==> src/design/rv_nibble_config.svh <==
`ifndef RV_NIBBLE_CONFIG_SVH
`define RV_NIBBLE_CONFIG_SVH

// first fetch address after start, one full word
`define RV_START_ADDR 32'h0000_0100

// number of 32-bit words in the RAM
// must stay a power of two, the index drops the upper address bits
`define RV_RAM_WORDS 1024

// nibble steps per ALU operation
// 8 nibbles cover one 32-bit word
`define RV_ALU_STEPS 8

`endif
==> src/design/shift_loop.sv <==
`timescale 1ns/1ps

module shift_loop (
    input  logic        clk,
    input  logic        rst_n,
    input  logic [31:0] value,
    input  logic [4:0]  amount,
    input  logic        left,
    input  logic        go,
    output logic        busy,
    output logic        done,
    output logic [31:0] result
);

    logic [4:0]  cnt;
    logic [31:0] val;
    logic        left_q;

    // remaining bit positions, done once it reaches zero
    always_ff @(posedge clk or negedge rst_n) begin
        if (!rst_n) begin
            busy <= 1'b0;
            cnt  <= '0;
        end else if (go) begin
            busy <= 1'b1;
            cnt  <= amount;
        end else if (busy) begin
            if (cnt == '0) begin
                busy <= 1'b0;
            end else begin
                cnt <= cnt - 1'b1;
            end
        end
    end

    // one bit per cycle, zero fill on both sides
    always_ff @(posedge clk) begin
        if (go) begin
            val    <= value;
            left_q <= left;
        end else if (busy && cnt != '0) begin
            val <= left_q ? (val << 1) : (val >> 1);
        end
    end

    assign done   = busy && (cnt == '0);
    assign result = val;

endmodule

==> config.mk <==
export PLATFORM = sky130hd
export DESIGN_NAME = shift_loop
export DESIGN_NICKNAME = d
export VERILOG_FILES = /design/src/design/rv_nibble_config.svh /design/src/design/shift_loop.sv
export SDC_FILE = /design/constraint.sdc
export NUM_CORES = 1
export LEC_CHECK = 0
export BUFFER_PORTS_ARGS = -buffer_cell sky130_fd_sc_hd__buf_4
export CAP_MARGIN = 20
export CORE_MARGIN = 2
export CORE_UTILIZATION = 49
export DETAILED_ROUTE_END_ITERATION = 10
export PLACE_DENSITY_LB_ADDON = 0.05
export SKIP_LAST_GASP = 1
export SYNTH_ARGS = -nofsm -noshare
export SYNTH_HDL_FRONTEND = slang
export SYNTH_SLANG_ARGS = --single-unit
==> constraint.sdc <==
create_clock -name clk -period 2.3 [get_ports clk]
set_input_delay 0.46 -clock clk [delete_from_list [all_inputs] [get_ports clk]]
set_output_delay 0.46 -clock clk [all_outputs]
set_load 0.05 [all_outputs]
==> run metrics <==
status finished clean; Synth cell types 26; largest net degree at the start of global routing 34; Tmin final 2100 ps; pins over their slew limit 0; area fraction of the dominant cell type after synthesis 50.1%; RSZ-0062 raised after global routing no; Worst setup SP type register; antenna violations before repair 0; CP max stage cell or4b_1; nets 290; Slew Limit Headroom 51.2%; internal power 1.41 mW; gr usage total 18.8%; Area Growth Syn to Fin 35.4%; CTS buffer count 5; Adder-Cell Fraction of Synth Area 0.633%; synthesized net count 217; switching power 0.865 mW; first-pass GRT wire length 6430 um; TritonCTS Sinks 39; hold crit path type primary input to register; Syn Std Cell Area 1980 sq um; series of cell instances along the critical path inv_1, ha_1, or4b_1, a21o_2; post-CTS setup buffers 0; most frequent standard cell in the layout excluding fill and tap cells buf_4; dominant cell type by area after synthesis edfxtp_1; Clock Tree Buf Depth 2; count of state elements after synthesis 39; largest family of logic cells by synthesized area multiplexers; P per Cell Area 848 nW/um^2; top cells by area in the synthesized netlist edfxtp_1 (50%), mux2i_1 (16%), o21ai_0 (8.1%); Top-Level Pins 75; Placeable Area 3940 sq um; Worst Hold Launch left; Finished Core Util 67.9%; Die X 67.5 um; switching share of power 38.1%; # diodes 0; die height 67.5 um; H-tree levels 2; Clock power frac 18.8%; complex-gate fraction of the synthesized area 12.5%; Routed Antenna Nets 0; MaxCap Viol Count 0; P_leak 1.22 nW; sequential share of power 45.2%; DR vias 1576; root buf cell clkbuf_8; xor and xnor area share after synthesis 0%; critical path launch point cnt[0]; kind of critical path register to register; Post-Syn Instances 175; Syn. warnings 0; std cell rows 23; peak supply drop 0.000417 V; DR iter-0 viols 97; critical path's largest stage delay 550 ps; Final Hold Vio Count 0; DRC viols 0; period utilisation layout 91.3%; Slew @ Worst Pin 732 ps; multi-input logic area 782 sq um; Setup TNS Final 0 ps; commonest cells after routing, fill and taps aside buf_4 (76), nand2_1 (36), edfxtp_1 (33), o21ai_0 (32), mux2i_1 (31); die footprint 4560 sq um; routed len/inst 14.1 um; CTS tree built; R2R Path Start cnt[0]; worst-path fanout max 33; grt ovf 0; synthesized-area fraction occupied by and/or/nand/nor cells 10.4%; post-synthesis sequential area ratio 57.7%; mux cell area share after synthesis 15.7%; logic gate share of total power 36.0%; Syn Area/Cell 11.3 sq um; starting density of the core 50.1%; Reg area 1140 sq um; drt first pass iters 4; Clock Pin Slew Worst Setup and Hold Paths 70 ps; Crit. End Element register; port buffer count 74; Routed WL 4210 um; hpwl dp 3010 um; Critical Path AT 2040 ps; FILL cells 293; share of layout cells above drive strength 1 34.9%; Final Wtd Congestion 0.858; worst skew pair latency 280 ps; vias per inst 5.27; Final Skew 5.17 ps; f_max 476 MHz; final number of setup-violating endpoints 0; vias in the first global route 1456; Worst EP required 2240 ps
-- flip-flops by register name (all words and copies together) (netlist names) --
register and count:
left_q 1, result 32, cnt 5, busy 1
-- worst max-delay path: cells and delay by family, from the launching register on --
family                   cells  cell delay (ps)
AO/OA/AOI/OAI                1              510
adder cells (fa/ha/maj)      1              200
buffers and inverters        1               80
flip-flops                   1              410
AND/OR/NAND/NOR              1              550
-- final cells by class --
cell class,instances,area share [%]
clock buffers,6,2.71
clock inverters,2,0.280
inverters,3,0.421
multi-input cells,121,29.2
flip-flops and latches,39,42.6
well taps,50,2.34
repair buffers,78,22.4
-- synthesized netlist by cell type (all sizes together) --
library cell,instances
nand2,36
edfxtp,33
o21ai,33
mux2i,31
clkbuf,7
dfrtp,6
buf,5
a21oi,3
inv,3
nor2b,3
nor2,2
or4b,2
a2111oi,1
a21o,1
a221o,1
a22o,1
a31o,1
ha,1
nor3b,1
nor4,1
o311ai,1
o31ai,1
or3,1
-- cells by family (layout without fill, tap and decap cells) --
logic type	Yosys count	after routing
buf+inv	15	89
fa+ha+maj	1	1
compound gates	43	43
mux	31	31
flops	39	39
simple gates	46	46
-- metrics by stage --
stage                     power [mW]  hold slack, ps  setup slack (ps)  cell area [sq um]  cells
after global placement          1.84             271               268               2590    290
after global routing            2.38             337               110               2680    299
final                           2.27             346               200               2680    299
after detailed placement        1.86             272               223               2590    290
after floorplan                 1.58             164              81.2               1980    175
after CTS                       2.29             340               199               2680    299
-- power by group through the flow --
stage | Combinational [mW] | Sequential, mW | Clock, mW
final | 0.817 | 1.03 | 0.428
after global routing | 0.864 | 1.04 | 0.473
after CTS | 0.824 | 1.03 | 0.440
after detailed placement | 0.821 | 1.04 | 0
after global placement | 0.806 | 1.03 | 0
after floorplan | 0.210 | 1.37 | 0
-- worst paths after layout --
kind	endpoint	slack, ps	cells after the start
min reg2reg	cnt[1]	620	2
max	result[15]	200	4
max reg2reg	result[15]	200	4
max in group asynchronous	busy	1670	2
min in group asynchronous	cnt[2]	520	2
min	left_q	350	1
-- repair_timing --
action	CTS	global route
hold endpoints to repair	6	0
hold buffers	1	0
resized for setup	0	0
-- routing by layer --
metal	vias up	wire length, um	GRT usage (%)
met1	734	1810	22.9
met2	50	2100	31.3
met5	-	0	0
li1	783	-	-
met3	9	229	5.00
met4	0	76	8.42
(Power assumes the default switching activity.)
