$ cat src/design/rv_nibble_config.svh
`ifndef RV_NIBBLE_CONFIG_SVH
`define RV_NIBBLE_CONFIG_SVH

// first fetch address after start, one full word
`define RV_START_ADDR 32'h0000_0100

// number of 32-bit words in the RAM
// must stay a power of two, the index drops the upper address bits
`define RV_RAM_WORDS 1024

// nibble steps per ALU operation
// 8 nibbles cover one 32-bit word
`define RV_ALU_STEPS 8

`endif
$ cat src/design/register_file.sv
`timescale 1ns/1ps

module register_file (
    input  logic        clk,
    input  logic        rst_n,
    input  logic [4:0]  rs1_addr,
    input  logic [4:0]  rs2_addr,
    input  logic [4:0]  rd_addr,
    input  logic        rd_we,
    input  logic [31:0] rd_data,
    output logic [31:0] rs1_data,
    output logic [31:0] rs2_data
);

    logic [31:0][31:0] regs;

    // all registers clear on reset, x0 never written
    always_ff @(posedge clk or negedge rst_n) begin
        if (!rst_n) begin
            regs <= '0;
        end else if (rd_we && rd_addr != 5'd0) begin
            regs[rd_addr] <= rd_data;
        end
    end

    // combinational reads
    assign rs1_data = (rs1_addr == 5'd0) ? 32'd0 : regs[rs1_addr];
    assign rs2_data = (rs2_addr == 5'd0) ? 32'd0 : regs[rs2_addr];

endmodule

$ cat config.mk
export PLATFORM = sky130hd
export DESIGN_NAME = register_file
export DESIGN_NICKNAME = d
export VERILOG_FILES = /design/src/design/rv_nibble_config.svh /design/src/design/register_file.sv
export SDC_FILE = /design/constraint.sdc
export NUM_CORES = 2
export LEC_CHECK = 0
export ABC_AREA = 1
export BUFFER_PORTS_ARGS = -buffer_cell sky130_fd_sc_hd__buf_2
export CAP_MARGIN = 20
export CORE_MARGIN = 3
export CORE_UTILIZATION = 40
export DETAILED_ROUTE_END_ITERATION = 8
export SLEW_MARGIN = 20
export SYNTH_ARGS = -nofsm -noshare
export SYNTH_HDL_FRONTEND = slang
export SYNTH_SLANG_ARGS = --single-unit
$ cat constraint.sdc
create_clock -name clk -period 4.9 [get_ports clk]
set_input_delay 0.98 -clock clk [delete_from_list [all_inputs] [get_ports clk]]
set_output_delay 0.98 -clock clk [all_outputs]
set_load 0.005 [all_outputs]
==> results list <==
* Ratio of total power to cell area: 404 nW/um2
- In the finished design, the share of the clock period the worst path needs comes to 88.5%.
* Number of buffers between clock root and the deepest sink: 3
- Post-CTS setup-driven buffer insertion count: 0
- Worst slew margin: 20.3%
- Counting the fill cells in the layout gives 14.2k.
* Worst VDD drop: 0.000290 V
- The finished layout holds 9901 standard cells, fillers aside.
- The top cell type by area accounts for 45.6% of the synthesized area.
- The run finished with clean final reports.
- Die area: 145000 um2
- For the worst-skew pair, the clock arrives at the later sink with an insertion delay of 0.73 ns.
- Count of endpoints failing hold in the final timing report: 0
- Post-Route Skew: 0 ns
* Area of the core region: 139000 um2
- DRC violations left: 0
* Unrepaired setup endpoints after global routing: false
* Sequential cell area: 25600 um2
* Routed wire per std cell: 22.9 um
- The endpoint identified for the worst register-to-register timing path is regs[819].
- In this run the remaining antenna-violating nets after routing total 0.
* Antenna violations before repair: 8
* Yosys Warn Count: 0
* CTS tree: yes
- Worst-margin pin slew: 1.20 ns
* Cell area reported after detailed placement: 58600 um2
* Top cells by area, synth: sky130_fd_sc_hd__dfrtp_1 46%, sky130_fd_sc_hd__nand2_1 23%, sky130_fd_sc_hd__nand3_1 12%
- Number of I/O pins: 114
* Number of standard cells after synthesis: 8298
* Internal reg-to-reg setup slack: 4.11 ns
- Cell accounting for the most synthesized area: sky130_fd_sc_hd__dfrtp_1
* Synth Net Count: 8348
- Placement Rows: 136
- Largest net degree at the start of global routing: 124
* Synth cell types: 17
* Reg-to-reg critical path startpoint: regs[819]
- Worst reg2reg path depth: 2
- Area occupied by multi-input gates: 27700 um2
- Number of H-tree levels: 3
- CP Max Fanout: 52
- From synthesis to final layout, the design area changed by 11.3%.
* Critical path start-end classification: in2out
- For this configuration, the core starts out at a cell density of 40.6%.
- Final cell area excluding filler cells: 62600 um2
- Clock buffers created by TritonCTS: 116
- The path class of the tightest hold or removal check is in2async.
* Total grt overflow: 0
- Via-to-Cell Ratio: 5.78
- Height of the die: 381 um
- Routed vias: 57.2k
- First-pass GRT wire length: 343000 um
* Post-Synthesis Cell Area: 56200 um2
- Setup violation total in the final timing report: 0
- Including well taps, the total number of placed cells is 9683.
- For this block, the initial DRC count from the detailed router was 7808.
* Cell type with the highest occurrence count on the critical path: sky130_fd_sc_hd__nand2_1
* Arrival time worst endpoint: 3.36 ns
- The via count of the first global-routing pass is 53.6k.
* Width of the chip: 381 um
* Static Leakage: 0.0296 uW
- Counting every sink on the clock net gives 1024.
- Critical path required time: 3.92 ns
* Gr usage total: 30.6%
* Most frequent standard cell in the layout excluding fill and tap cells: sky130_fd_sc_hd__nand2_1
- Cell-by-cell trace of the critical path: buf_8 > inv_8 > buf_12 > buf_4 > nand2_1 > nand3_1 > nand3_1 > nand2_1 > nand2_1 > nand2_1 > nor2_1 > nor2_1 > buf_2
- The register with the most flip-flops in the final layout is regs.
* Clock slew at reported path FFs: 0.06 ns
- For this design, the slowest cell found on the critical path is sky130_fd_sc_hd__inv_8.
* Proportion of layout cells with a drive suffix above 1: 6.40%
- Detailed placement finished with a half-perimeter wire length of 122000 um.
- For this run, the detailed router's first-pass iteration total came to 6.
- Peak Freq: 231 MHz
- The largest registers in the layout are regs: 1024 flops.
* Flip-flop count of the largest register after layout: 1024
- On the worst path, the slowest cell contributes a delay of 0.39 ns.
- At the end of routability-driven placement, the weighted congestion stood at 0.841.
- Pins over their slew limit: 0
- # Max-Cap Violations: 0
- The root buffer cell chosen for the clock tree is sky130_fd_sc_hd__clkbuf_16.
- Total wire length after detailed routing: 227000 um
- STA classifies the critical path endpoint as an output pin.
- Most frequent cells in the layout: 3371 x sky130_fd_sc_hd__nand2_1, 1380 x sky130_fd_sc_hd__nand3_1, 1024 x sky130_fd_sc_hd__dfrtp_1
- Post-Synthesis Mean Instance Area: 6.78 um2
- Yosys reg bits: 1024
- After routing, the total negative slack on setup checks comes to 0 ns.
- Count of cells resized by post-cts repair: 0
- The final layout contains 7990 nets.
* Register area share after synthesis: 45.6%
- Crit start category: primary input
- The number of hold buffers added after CTS was 0.
- The routed design could run at a clock period as short as 4.34 ns.
- The tightest hold path in the finished design has a slack of 0.340 ns.
- During placement, the flow inserted port buffers numbering 113.
[routing by layer]
| layer | vias up | part of all wire (%) | track usage, % |
|---|---|---|---|
| li1 | 26200 | - | - |
| met5 | - | 0.015 | 0 |
| met1 | 27400 | 41 | 41.9 |
| met3 | 557 | 9.7 | 5.40 |
| met4 | 4 | 4.7 | 13.4 |
| met2 | 3117 | 44 | 47.7 |
[through the flow]
step                power, uW  worst slack, ns  utilization, %
floorplan               14500             1.57               -
global placement        16000            0.696            42.3
detailed placement      16200            0.707            42.3
CTS                     25300            0.696            45.2
global route            26600            0.511            45.2
finish                  25300            0.562            45.2
[report_power, final]
group          total [uW]  leakage [uW]  internal (uW)  switching (uW)
clock                9130       0.00196           5390            3740
combinational        4820        0.0145           1780            3040
sequential          11300        0.0132          10000            1270
[logic make-up after synthesis]
logic type	Yosys count	share of synthesized area (%)
AND/OR/NAND/NOR	5225	38.0
AO/OA/AOI/OAI	1218	10.8
flip-flops	1024	45.6
buffers and inverters	831	5.56
[how the worst max path moves through the flow]
stage / from / end / slack (ns) / cells after the start
after floorplan: rs2_addr[0] / rs2_data[22] / 1.57 / 12
after global placement: rs2_addr[0] / rs2_data[0] / 0.70 / 11
after detailed placement: rs2_addr[0] / rs2_data[13] / 0.71 / 13
after CTS: rs2_addr[0] / rs2_data[13] / 0.70 / 13
after global routing: rs2_addr[0] / rs2_data[5] / 0.51 / 12
final: rs2_addr[0] / rs2_data[13] / 0.56 / 13
[critical path: cells and delay by family]
family | cells | cell delay (ns)
buffers and inverters | 5 | 1.39
AND/OR/NAND/NOR | 8 | 0.84
[synth_stat cells, drive strengths merged]
library cell,instances
nand2,3398
nand3,1382
dfrtp,1024
o21ai,1003
clkbuf,680
nor2,431
a21oi,215
buf,77
inv,71
nor3,11
clkinv,3
nor4,2
nor3b,1
[cell type report]
class	instances	area share (%)
diodes	4	0.0160
clock buffers	169	5.40
clock inverters	43	0.893
inverters	74	0.516
multi-input cells	6443	44.3
flip-flops and latches	1024	40.9
well taps	1863	3.72
repair buffers	281	4.20
Note: power is estimated with default switching activity, not from simulation.
