--- src/design/rv_nibble_config.svh ---
`ifndef RV_NIBBLE_CONFIG_SVH
`define RV_NIBBLE_CONFIG_SVH

// first fetch address after start, one full word
`define RV_START_ADDR 32'h0000_0100

// number of 32-bit words in the RAM
// must stay a power of two, the index drops the upper address bits
`define RV_RAM_WORDS 1024

// nibble steps per ALU operation
// 8 nibbles cover one 32-bit word
`define RV_ALU_STEPS 8

`endif
--- src/design/rv_nibble_pkg.sv ---
package rv_nibble_pkg;

    // major opcodes of the supported RV32I subset
    localparam logic [6:0] OPC_OP_IMM = 7'b0010011;
    localparam logic [6:0] OPC_OP     = 7'b0110011;
    localparam logic [6:0] OPC_LUI    = 7'b0110111;
    localparam logic [6:0] OPC_AUIPC  = 7'b0010111;
    localparam logic [6:0] OPC_LOAD   = 7'b0000011;
    localparam logic [6:0] OPC_STORE  = 7'b0100011;
    localparam logic [6:0] OPC_JAL    = 7'b1101111;
    localparam logic [6:0] OPC_BRANCH = 7'b1100011;

    // controller states
    typedef enum logic [2:0] {
        IDLE,
        FETCH,
        DECODE,
        EXEC,
        MEM,
        WRITEBACK,
        ERROR
    } state_e;

    // nibble ALU operations
    typedef enum logic [2:0] {
        ALU_ADD,
        ALU_SUB,
        ALU_AND,
        ALU_OR,
        ALU_XOR
    } alu_op_e;

    // instruction classes after decode
    typedef enum logic [3:0] {
        CL_ILLEGAL,
        CL_ALU_IMM,
        CL_ALU_REG,
        CL_SHIFT,
        CL_LUI,
        CL_AUIPC,
        CL_LOAD,
        CL_STORE,
        CL_JAL,
        CL_BEQ
    } instr_class_e;

    // one ALU request, latched by the ALU on go
    typedef struct packed {
        logic [31:0] a;
        logic [31:0] b;
        alu_op_e     op;
    } alu_req_t;

    // program load strobe into the RAM, byte address
    typedef struct packed {
        logic        en;
        logic [31:0] addr;
        logic [31:0] data;
    } prog_write_t;

    // retire record, valid with retire_valid
    // rd fields and mem fields are zero when the matching enable is low
    typedef struct packed {
        logic [31:0] pc;
        logic [31:0] next_pc;
        logic [4:0]  rd;
        logic [31:0] rd_data;
        logic        rd_we;
        logic        mem_we;
        logic [31:0] mem_addr;
        logic [31:0] mem_wdata;
    } retire_t;

endpackage

--- src/design/nibble_alu.sv ---
`timescale 1ns/1ps
`include "rv_nibble_config.svh"

module nibble_alu
    import rv_nibble_pkg::*;
(
    input  logic        clk,
    input  logic        rst_n,
    input  alu_req_t    req,
    input  logic        go,
    output logic        busy,
    output logic        done,
    output logic [31:0] result,
    output logic        zero
);

    localparam int CNT_W = $clog2(`RV_ALU_STEPS);

    logic [CNT_W-1:0] step;
    logic [31:0]      a_sh;
    logic [31:0]      b_sh;
    logic [31:0]      acc;
    alu_op_e          op_q;
    logic             carry;
    logic             nz;
    logic [4:0]       sum;
    logic [3:0]       nib;

    // one nibble slice, b already inverted for subtract
    always_comb begin
        sum = {1'b0, a_sh[3:0]} + {1'b0, b_sh[3:0]} + {4'b0, carry};
        case (op_q)
            ALU_AND: nib = a_sh[3:0] & b_sh[3:0];
            ALU_OR:  nib = a_sh[3:0] | b_sh[3:0];
            ALU_XOR: nib = a_sh[3:0] ^ b_sh[3:0];
            default: nib = sum[3:0];
        endcase
    end

    // step counter, busy for exactly RV_ALU_STEPS cycles
    always_ff @(posedge clk or negedge rst_n) begin
        if (!rst_n) begin
            busy <= 1'b0;
            done <= 1'b0;
            step <= '0;
        end else begin
            done <= 1'b0;
            if (go) begin
                busy <= 1'b1;
                step <= '0;
            end else if (busy) begin
                step <= step + 1'b1;
                if (step == CNT_W'(`RV_ALU_STEPS - 1)) begin
                    busy <= 1'b0;
                    done <= 1'b1;
                end
            end
        end
    end

    // operands rotate down, result nibbles enter from the top
    always_ff @(posedge clk) begin
        if (go) begin
            a_sh  <= req.a;
            b_sh  <= (req.op == ALU_SUB) ? ~req.b : req.b;
            op_q  <= req.op;
            // two's complement carry-in
            carry <= (req.op == ALU_SUB);
            nz    <= 1'b0;
        end else if (busy) begin
            a_sh  <= a_sh >> 4;
            b_sh  <= b_sh >> 4;
            acc   <= {nib, acc[31:4]};
            carry <= sum[4];
            nz    <= nz | (|nib);
        end
    end

    assign result = acc;
    assign zero   = ~nz;

    // a new request only once the previous one has finished
    a_go_idle: assert property (@(posedge clk) disable iff (!rst_n) go |-> !busy);

endmodule

--- config.mk ---
export PLATFORM = sky130hd
export DESIGN_NAME = nibble_alu
export DESIGN_NICKNAME = d
export VERILOG_FILES = /design/src/design/rv_nibble_pkg.sv /design/src/design/nibble_alu.sv
export VERILOG_INCLUDE_DIRS = /design/src /design/src/design
export SDC_FILE = /design/constraint.sdc
export NUM_CORES = 1
export LEC_CHECK = 0
export CORE_UTILIZATION = 55
export CTS_CLUSTER_DIAMETER = 30
export DETAILED_ROUTE_END_ITERATION = 16
export DONT_BUFFER_PORTS = 1
export PLACE_DENSITY = 0.7
export RECOVER_POWER = 25
export SYNTH_ARGS = -nofsm -noshare
export SYNTH_HDL_FRONTEND = slang
export SYNTH_SLANG_ARGS = --single-unit
--- constraint.sdc ---
create_clock -name clk -period 3.1 [get_ports clk]
set_input_delay 0.775 -clock clk [delete_from_list [all_inputs] [get_ports clk]]
set_output_delay 0.775 -clock clk [all_outputs]
set_load 0.02 [all_outputs]
==> flow_summary.yaml, run 1 <==
placed_design:
  gp_congestion: 0.840
  io_buffers: 0
  dpl.hpwl_um: 5150
  dp_cells: 420
critical_path:
  critical_path_class: "reg -> reg"
  critPathTopFamily: "adder cells"
  worst_setup_path_start_kind: "flip-flop"
  cp.arrival_ns: 2.42
  crit_slowest_cell: "fa_1"
  worstPathRequired_ns: 3.34
  worst-path-buf-inv: 1
  cp_max_fo: 2
  crit_top_cell: "fa_1"
  reg2regPathDepth: 7
  max_stage_delay_ns: 0.53
  startpoint: "a_sh[0]$_DFFE_PP_"
  endpoint_kind: "flip-flop"
  path_cells: "inv_1, fa_1, fa_1, nor2_1, a211o_1, a21oi_1, a41oi_2"
  critical_path_depth: 7
  worstReg2RegStart: "a_sh[0]$_DFFE_PP_"
yosys:
  yosysUniqueCellTypes: 39
  yosys_warnings: 0
  yosysSeqAreaShare_pct: 66.7
  ys_seq_elements: 106
  synthesis.area_sq_um: 4720
  avgSynthCellArea_sq_um: 14.3
  synth_cells: 329
  syn_nets: 411
power_and_ir_drop:
  power_leakage_uw: 0.00182
  p_per_area_nw_per_um2: 587
  peakVddDrop_uv: 242
timing:
  setup_viol: 0
  hold_viol: 0
  tightestPinTransition_ns: 0.530
  timing.setup.tns_ns: 0
  fin_skew_ns: 0.0135
  fmax_mhz: 459
  min_period_ns: 2.18
  slew_viol_final: 0
  slew_headroom_pct: 64.6
  rsz0062_at_grt: "no"
  finalCritPeriodShare_pct: 70.2
drt:
  viasPerCell: 5.56
  first_pass_iters: 5
  drc: 0
  antenna_left: 0
  routed_wl_um: 7710
  vias: 2423
  post_drt_wl_per_cell_um: 17.7
  drtIter0Drc: 69
clock_network:
  clk_path_buf_depth: 2
  postCtsSetupBuffers: 0
  cts_buffers: 9
  cts_sinks: 106
  ctsRootBufferMaster: "clkbuf_8"
  cts_resized: 0
  cts_tree: "built"
  clk_pin_slew_worst_paths_ns: 0.11
  cts_hold_buffers: 0
  worstSkewPairLatency_ns: 0.36
  h-tree-depth: 3
floorplanning:
  ioPinCount: 105
  die_h_um: 94.6
  core_sq_um: 8260
  die-area_sq_um: 8950
  core.rowCount: 33
  die_w_um: 94.6
  initial_core_util_pct: 57.1
global_routing:
  antenna_found_initial: 0
  grt_remaining_overflow: 0
  grt_max_degree: 105
  grt_usage_pct: 18.3
  grt_pass1_wl_um: 12100
  grt_pass1_vias: 2480
run_status:
  status: "completed"
min_path:
  hold_class: "in -> async"
finish:
  finalNonFillerCells: 436
  fillers: 649
  synthToLayoutAreaGrowth_pct: 5.41
  drive_gt1_share_pct: 14.5
  num_antenna_cells: 0
  nets: 408
flow_run:
  maxCapViolations: 0
## flip-flops by register name (all words and copies together), names as in the netlist
register and flops:
done 1, op_q 3, nz 1, step 3, b_sh 32, result 32
busy 1, carry 1, a_sh 32
## cells by family after synthesis
| logic type | share of synthesized area, % |
|---|---|
| mux | 7.32 |
| buf+inv | 3.61 |
| fa+ha+maj | 3.50 |
| flops | 66.7 |
| compound gates | 6.39 |
| simple gates | 6.31 |
| xor+xnor | 6.13 |
## final timing paths
| check | end | slack [ns] |
|---|---|---|
| hold / removal | step[2]$_DFFE_PN0P_ | 0.09 |
| max in group asynchronous | done$_DFF_PN0_ | 2.93 |
| setup reg to reg | nz$_SDFFE_PP0P_ | 0.92 |
| setup / recovery | nz$_SDFFE_PP0P_ | 0.92 |
| min in group clk | step[2]$_DFFE_PN0P_ | 0.50 |
| hold reg to reg | step[1]$_DFFE_PN0P_ | 0.54 |
## per-layer routing
layer | part of all wire (%) | vias to the layer above | global-route usage [%]
li1 | - | 1165 | -
met2 | 50 | 76 | 31.1
met5 | 0 | - | 0
met4 | 1.6 | 0 | 5.68
met1 | 42 | 1169 | 21.8
met3 | 6.7 | 13 | 6.20
## area by class of cell
class	instances	area (sq um)	share of cell area, %
clock buffers	9	124	2.49
multi-input cells	189	1410	28.3
clock inverters	7	60.1	1.21
inverters	16	60.1	1.21
well taps	105	131	2.64
repair buffers	4	42.5	0.856
flip-flops and latches	106	3150	63.3
## cells in the final DEF (no fill, tap or decap), types with 2 or more instances in the layout
master,Yosys,final
clkbuf_8,0,9
and2_1,11,11
mux2_1,5,6
a21oi_1,36,36
nor2_1,36,36
inv_1,16,16
buf_4,1,3
xnor2_1,29,29
edfxtp_1,100,100
xor2_1,4,4
nor2b_1,5,4
inv_6,0,2
mux2i_1,3,3
nand2_1,4,4
clkinvlp_4,0,2
a211o_1,2,2
mux2_2,23,22
dfrtp_1,5,5
fa_1,2,2
inv_8,0,2
ha_1,10,10
o21ai_1,3,3
## cell usage after synthesis (all sizes together)
library cell | n | area [sq um]
nand2 | 4 | 15.0
inv | 16 | 60.1
nor2b | 5 | 31.3
dfxtp | 1 | 20.0
a41oi | 1 | 16.3
xnor2 | 29 | 254
mux2 | 28 | 315
dfrtp | 5 | 125
a211oi | 1 | 12.5
nor4b | 1 | 8.76
a311o | 1 | 10.0
or2 | 1 | 6.26
mux2i | 3 | 30.0
xor2 | 4 | 35.0
ha | 10 | 125
nor2 | 37 | 146
clkbuf | 5 | 18.8
a211o | 2 | 17.5
nand2b | 1 | 6.26
o22ai | 1 | 6.26
a21oi | 36 | 180
o211ai | 1 | 7.51
o21bai | 1 | 7.51
o2bb2ai | 1 | 8.76
a21o | 1 | 7.51
fa | 2 | 40.0
nor3b | 1 | 7.51
o31ai | 1 | 7.51
buf | 13 | 91.3
edfxtp | 100 | 3000
o21ai | 4 | 20.0
and2 | 11 | 68.8
nand3b | 1 | 7.51
## report_power, final
part	total, uW	leakage, uW	switching (uW)	internal (uW)
clock	789	0.0000901	481	308
combinational	282	0.000622	139	143
sequential	1850	0.00110	115	1730
## metrics by stage
stage                     cell area [sq um]  power [uW]  setup WS [ns]  utilization, %  hold slack (ns)
after floorplan                        4720        2110          0.261               -            0.479
after global placement                 4790        2140          0.994            58.0            0.480
after detailed placement               4790        2170          0.931            58.0            0.480
after CTS                              4970        2960          0.911            60.2           0.0680
after global routing                   4970        3050          0.787            60.2           0.0552
final                                  4970        2920          0.923            60.2           0.0895
No activity file was read; power rests on OpenSTA's default activity.
==> inputs of run 2 (changes only) <==
- ABC_AREA: unset -> 1
- clock period: 3.1 -> 2.1 ns (I/O delays scaled with it)
==> run 2 against run 1 <==
  * Area after synthesis rose by 2.6%
  * First-iteration DRC count rose by 88%
  * Sequential share of layout area fell by 2.1 points
  * Cell count rose by 32%
  * Critical path depth rose by 2
  * Final area rose by 3.5%
  * Maximum frequency rose by 9.4%
  * Clock skew rose by 0.0023 ns
  * Non-clock buffer count rose by 3
  * Utilization rose by 1.2 points
  * Flip-flop and latch count did not move
  * Setup slack got worse by 0.81 ns
  * Critical path type unchanged
  * Critical endpoint unchanged
  * Largest cell class unchanged
  * Highest routed layer unchanged
==> flow_summary.yaml, run 2 <==
yosys:
  netlist_top_cells_count: "nand2_1 (223), edfxtp_1 (100), inv_1 (32), o21ai_0 (15), nor2_1 (13)"
  synth_top_flop_cell: "edfxtp_1"
  synth_most_common_cell: "nand2_1"
  yosys-top-cells-area: "edfxtp_1 (62%), nand2_1 (17%), dfrtp_1 (2.6%)"
  yosysSeqAreaShare_pct: 65.0
  synth_cells: 469
  synthesis.area_sq_um: 4840
  synth_area_leader_cell: "edfxtp_1"
  synth_edf_count: 100
  avgSynthCellArea_sq_um: 10.3
  async_flop_share_pct: 4.72
  yosysUniqueCellTypes: 28
  yosys_warnings: 0
  syn_nets: 551
  synth_top_area_share_pct: 62.0
  ys_seq_elements: 106
clock_network:
  ctsRootBufferMaster: "clkbuf_8"
  postCtsSetupBuffers: 0
  clk_pin_slew_worst_paths_ns: 0.11
  h-tree-depth: 3
  cts_resized: 0
  cts_sinks: 106
  cts_buffers: 9
  clk_path_buf_depth: 2
  cts_tree: "built"
  worstSkewPairLatency_ns: 0.36
drt:
  vias: 2991
  first_pass_iters: 4
  post_drt_wl_per_cell_um: 14.9
  antenna_left: 0
  drtIter0Drc: 130
  viasPerCell: 5.19
  drc: 0
  routed_wl_um: 8610
floorplanning:
  initial_core_util_pct: 57.7
  die_h_um: 95.8
  die_w_um: 95.8
  ioPinCount: 105
  core.rowCount: 33
  core_sq_um: 8380
  die-area_sq_um: 9180
critical_path:
  max_stage_delay_ns: 0.47
  worstReg2RegStart: "a_sh[0]$_DFFE_PP_"
  startpoint: "a_sh[0]$_DFFE_PP_"
  critPathTopFamily: "adder cells"
  critical_path_class: "reg -> reg"
  worst-path-buf-inv: 1
  reg2reg_to: "nz$_SDFFE_PP0P_"
  cp.arrival_ns: 2.25
  worst_setup_path_start_kind: "flip-flop"
  reg2regPathDepth: 9
  reg2reg_slack_ns: 0.11
  path_cells: "inv_1, fa_1, fa_1, xor2_1, nor2_1, nor2_1, nand2_1, o21bai_1, nand2_1"
  worstPathRequired_ns: 2.36
  endpoint_kind: "flip-flop"
  crit_slowest_cell: "fa_1"
  cp_max_fo: 2
timing:
  min_period_ns: 1.99
  rsz0062_at_grt: "no"
  fin_skew_ns: 0.0157
  finalCritPeriodShare_pct: 94.8
  hold_viol: 0
  slew_headroom_pct: 61.5
  slew_viol_final: 0
  tightestPinTransition_ns: 0.578
  fmax_mhz: 502
  setup_viol: 0
min_path:
  hold_start: "req[1]"
  hold_class: "in -> reg"
  hold_end: "op_q[1]$_DFFE_PP_"
  holdPathStages: 0
global_routing:
  grt_pass1_wl_um: 13600
  grt_usage_pct: 19.9
  grt_remaining_overflow: 0
  grt_pass1_vias: 2850
  grt_max_degree: 73
  antenna_found_initial: 0
power_and_ir_drop:
  p_comb_share_pct: 9.0
  power_leakage_uw: 0.00234
  swShare_pct: 25.9
  peakVddDrop_uv: 462
  internal_power_uw: 3280
  p_per_area_nw_per_um2: 860
  pwr-share-seq_pct: 60.9
  p_clk_share_pct: 30.1
  p_switching_uw: 1150
finish:
  fin_util_pct: 61.4
  mostFrequentLayoutCell: "nand2_1"
  synthToLayoutAreaGrowth_pct: 6.33
  post-route-cell-area_sq_um: 5150
  drive_gt1_share_pct: 7.86
  fillers: 700
  nets: 548
  layout_common_cells: "nand2_1 (223), edfxtp_1 (100), inv_1 (32)"
  num_antenna_cells: 0
placed_design:
  gp_congestion: 0.882
  dpl.hpwl_um: 5880
  io_buffers: 0
  dpl_cell_area_sq_um: 4930
run_status:
  status: "completed"
flow_run:
  maxCapViolations: 0
## run 2: metal layers
metal	wire, um	up-vias	global-route usage (%)
li1	-	1523	-
met1	3620	1355	25.3
met2	4090	101	31.4
met3	791	12	8.14
met4	108	0	5.97
met5	0	-	0
## run 2: cell type report
class                   count  area (sq um)  share of cell area, %
flip-flops and latches    106          3150                   61.2
multi-input cells         309          1430                   27.8
repair buffers              7          88.8                   1.73
inverters                  33           128                   2.48
clock buffers               9           124                   2.41
well taps                 105           131                   2.55
clock inverters             7          95.1                   1.85
## run 2: what timing repair did
action                                 in CTS  in global routing
hold buffers                                1                  0
endpoints found under the hold margin       5                  0
setup endpoints to repair                   0                  1
## run 2: cells by family after synthesis
group	share of synthesized area [%]
flops	65.0
xor+xnor	0.181
compound gates	5.53
simple gates	20.5
fa+ha+maj	3.41
buf+inv	5.35
## run 2: power by group through the flow
stage               Sequential (uW)  Clock [uW]  Combinational [uW]
finish                         2690        1330                 399
global route                   2720        1440                 471
CTS                            2700        1360                 405
detailed placement             2740           0                 402
global placement               2740           0                 381
floorplan                      2710           0                 349
## run 2: worst max path at each step
stage / to / slack [ns] / cells past startpoint
final: nz$_SDFFE_PP0P_ / 0.11 / 9
after global routing: nz$_SDFFE_PP0P_ / 0.005 / 9
after CTS: nz$_SDFFE_PP0P_ / 0.07 / 9
after detailed placement: nz$_SDFFE_PP0P_ / 0.08 / 9
after global placement: nz$_SDFFE_PP0P_ / 0.16 / 9
after floorplan: a_sh[0]$_DFFE_PP_ / -0.15 / 4
## run 2: metrics by stage
step	cells	power (uW)	hold slack, ns	setup WS (ns)	TNS, ns
3_3_place_gp	559	3120	0.230	0.163	0
2_1_floorplan	469	3060	0.229	-0.153	-9.92
4_1_cts	576	4470	0.233	0.0704	0
3_5_place_dp	559	3150	0.230	0.0822	0
6_report	576	4430	0.248	0.109	0
5_1_grt	576	4630	0.220	0.00517	0
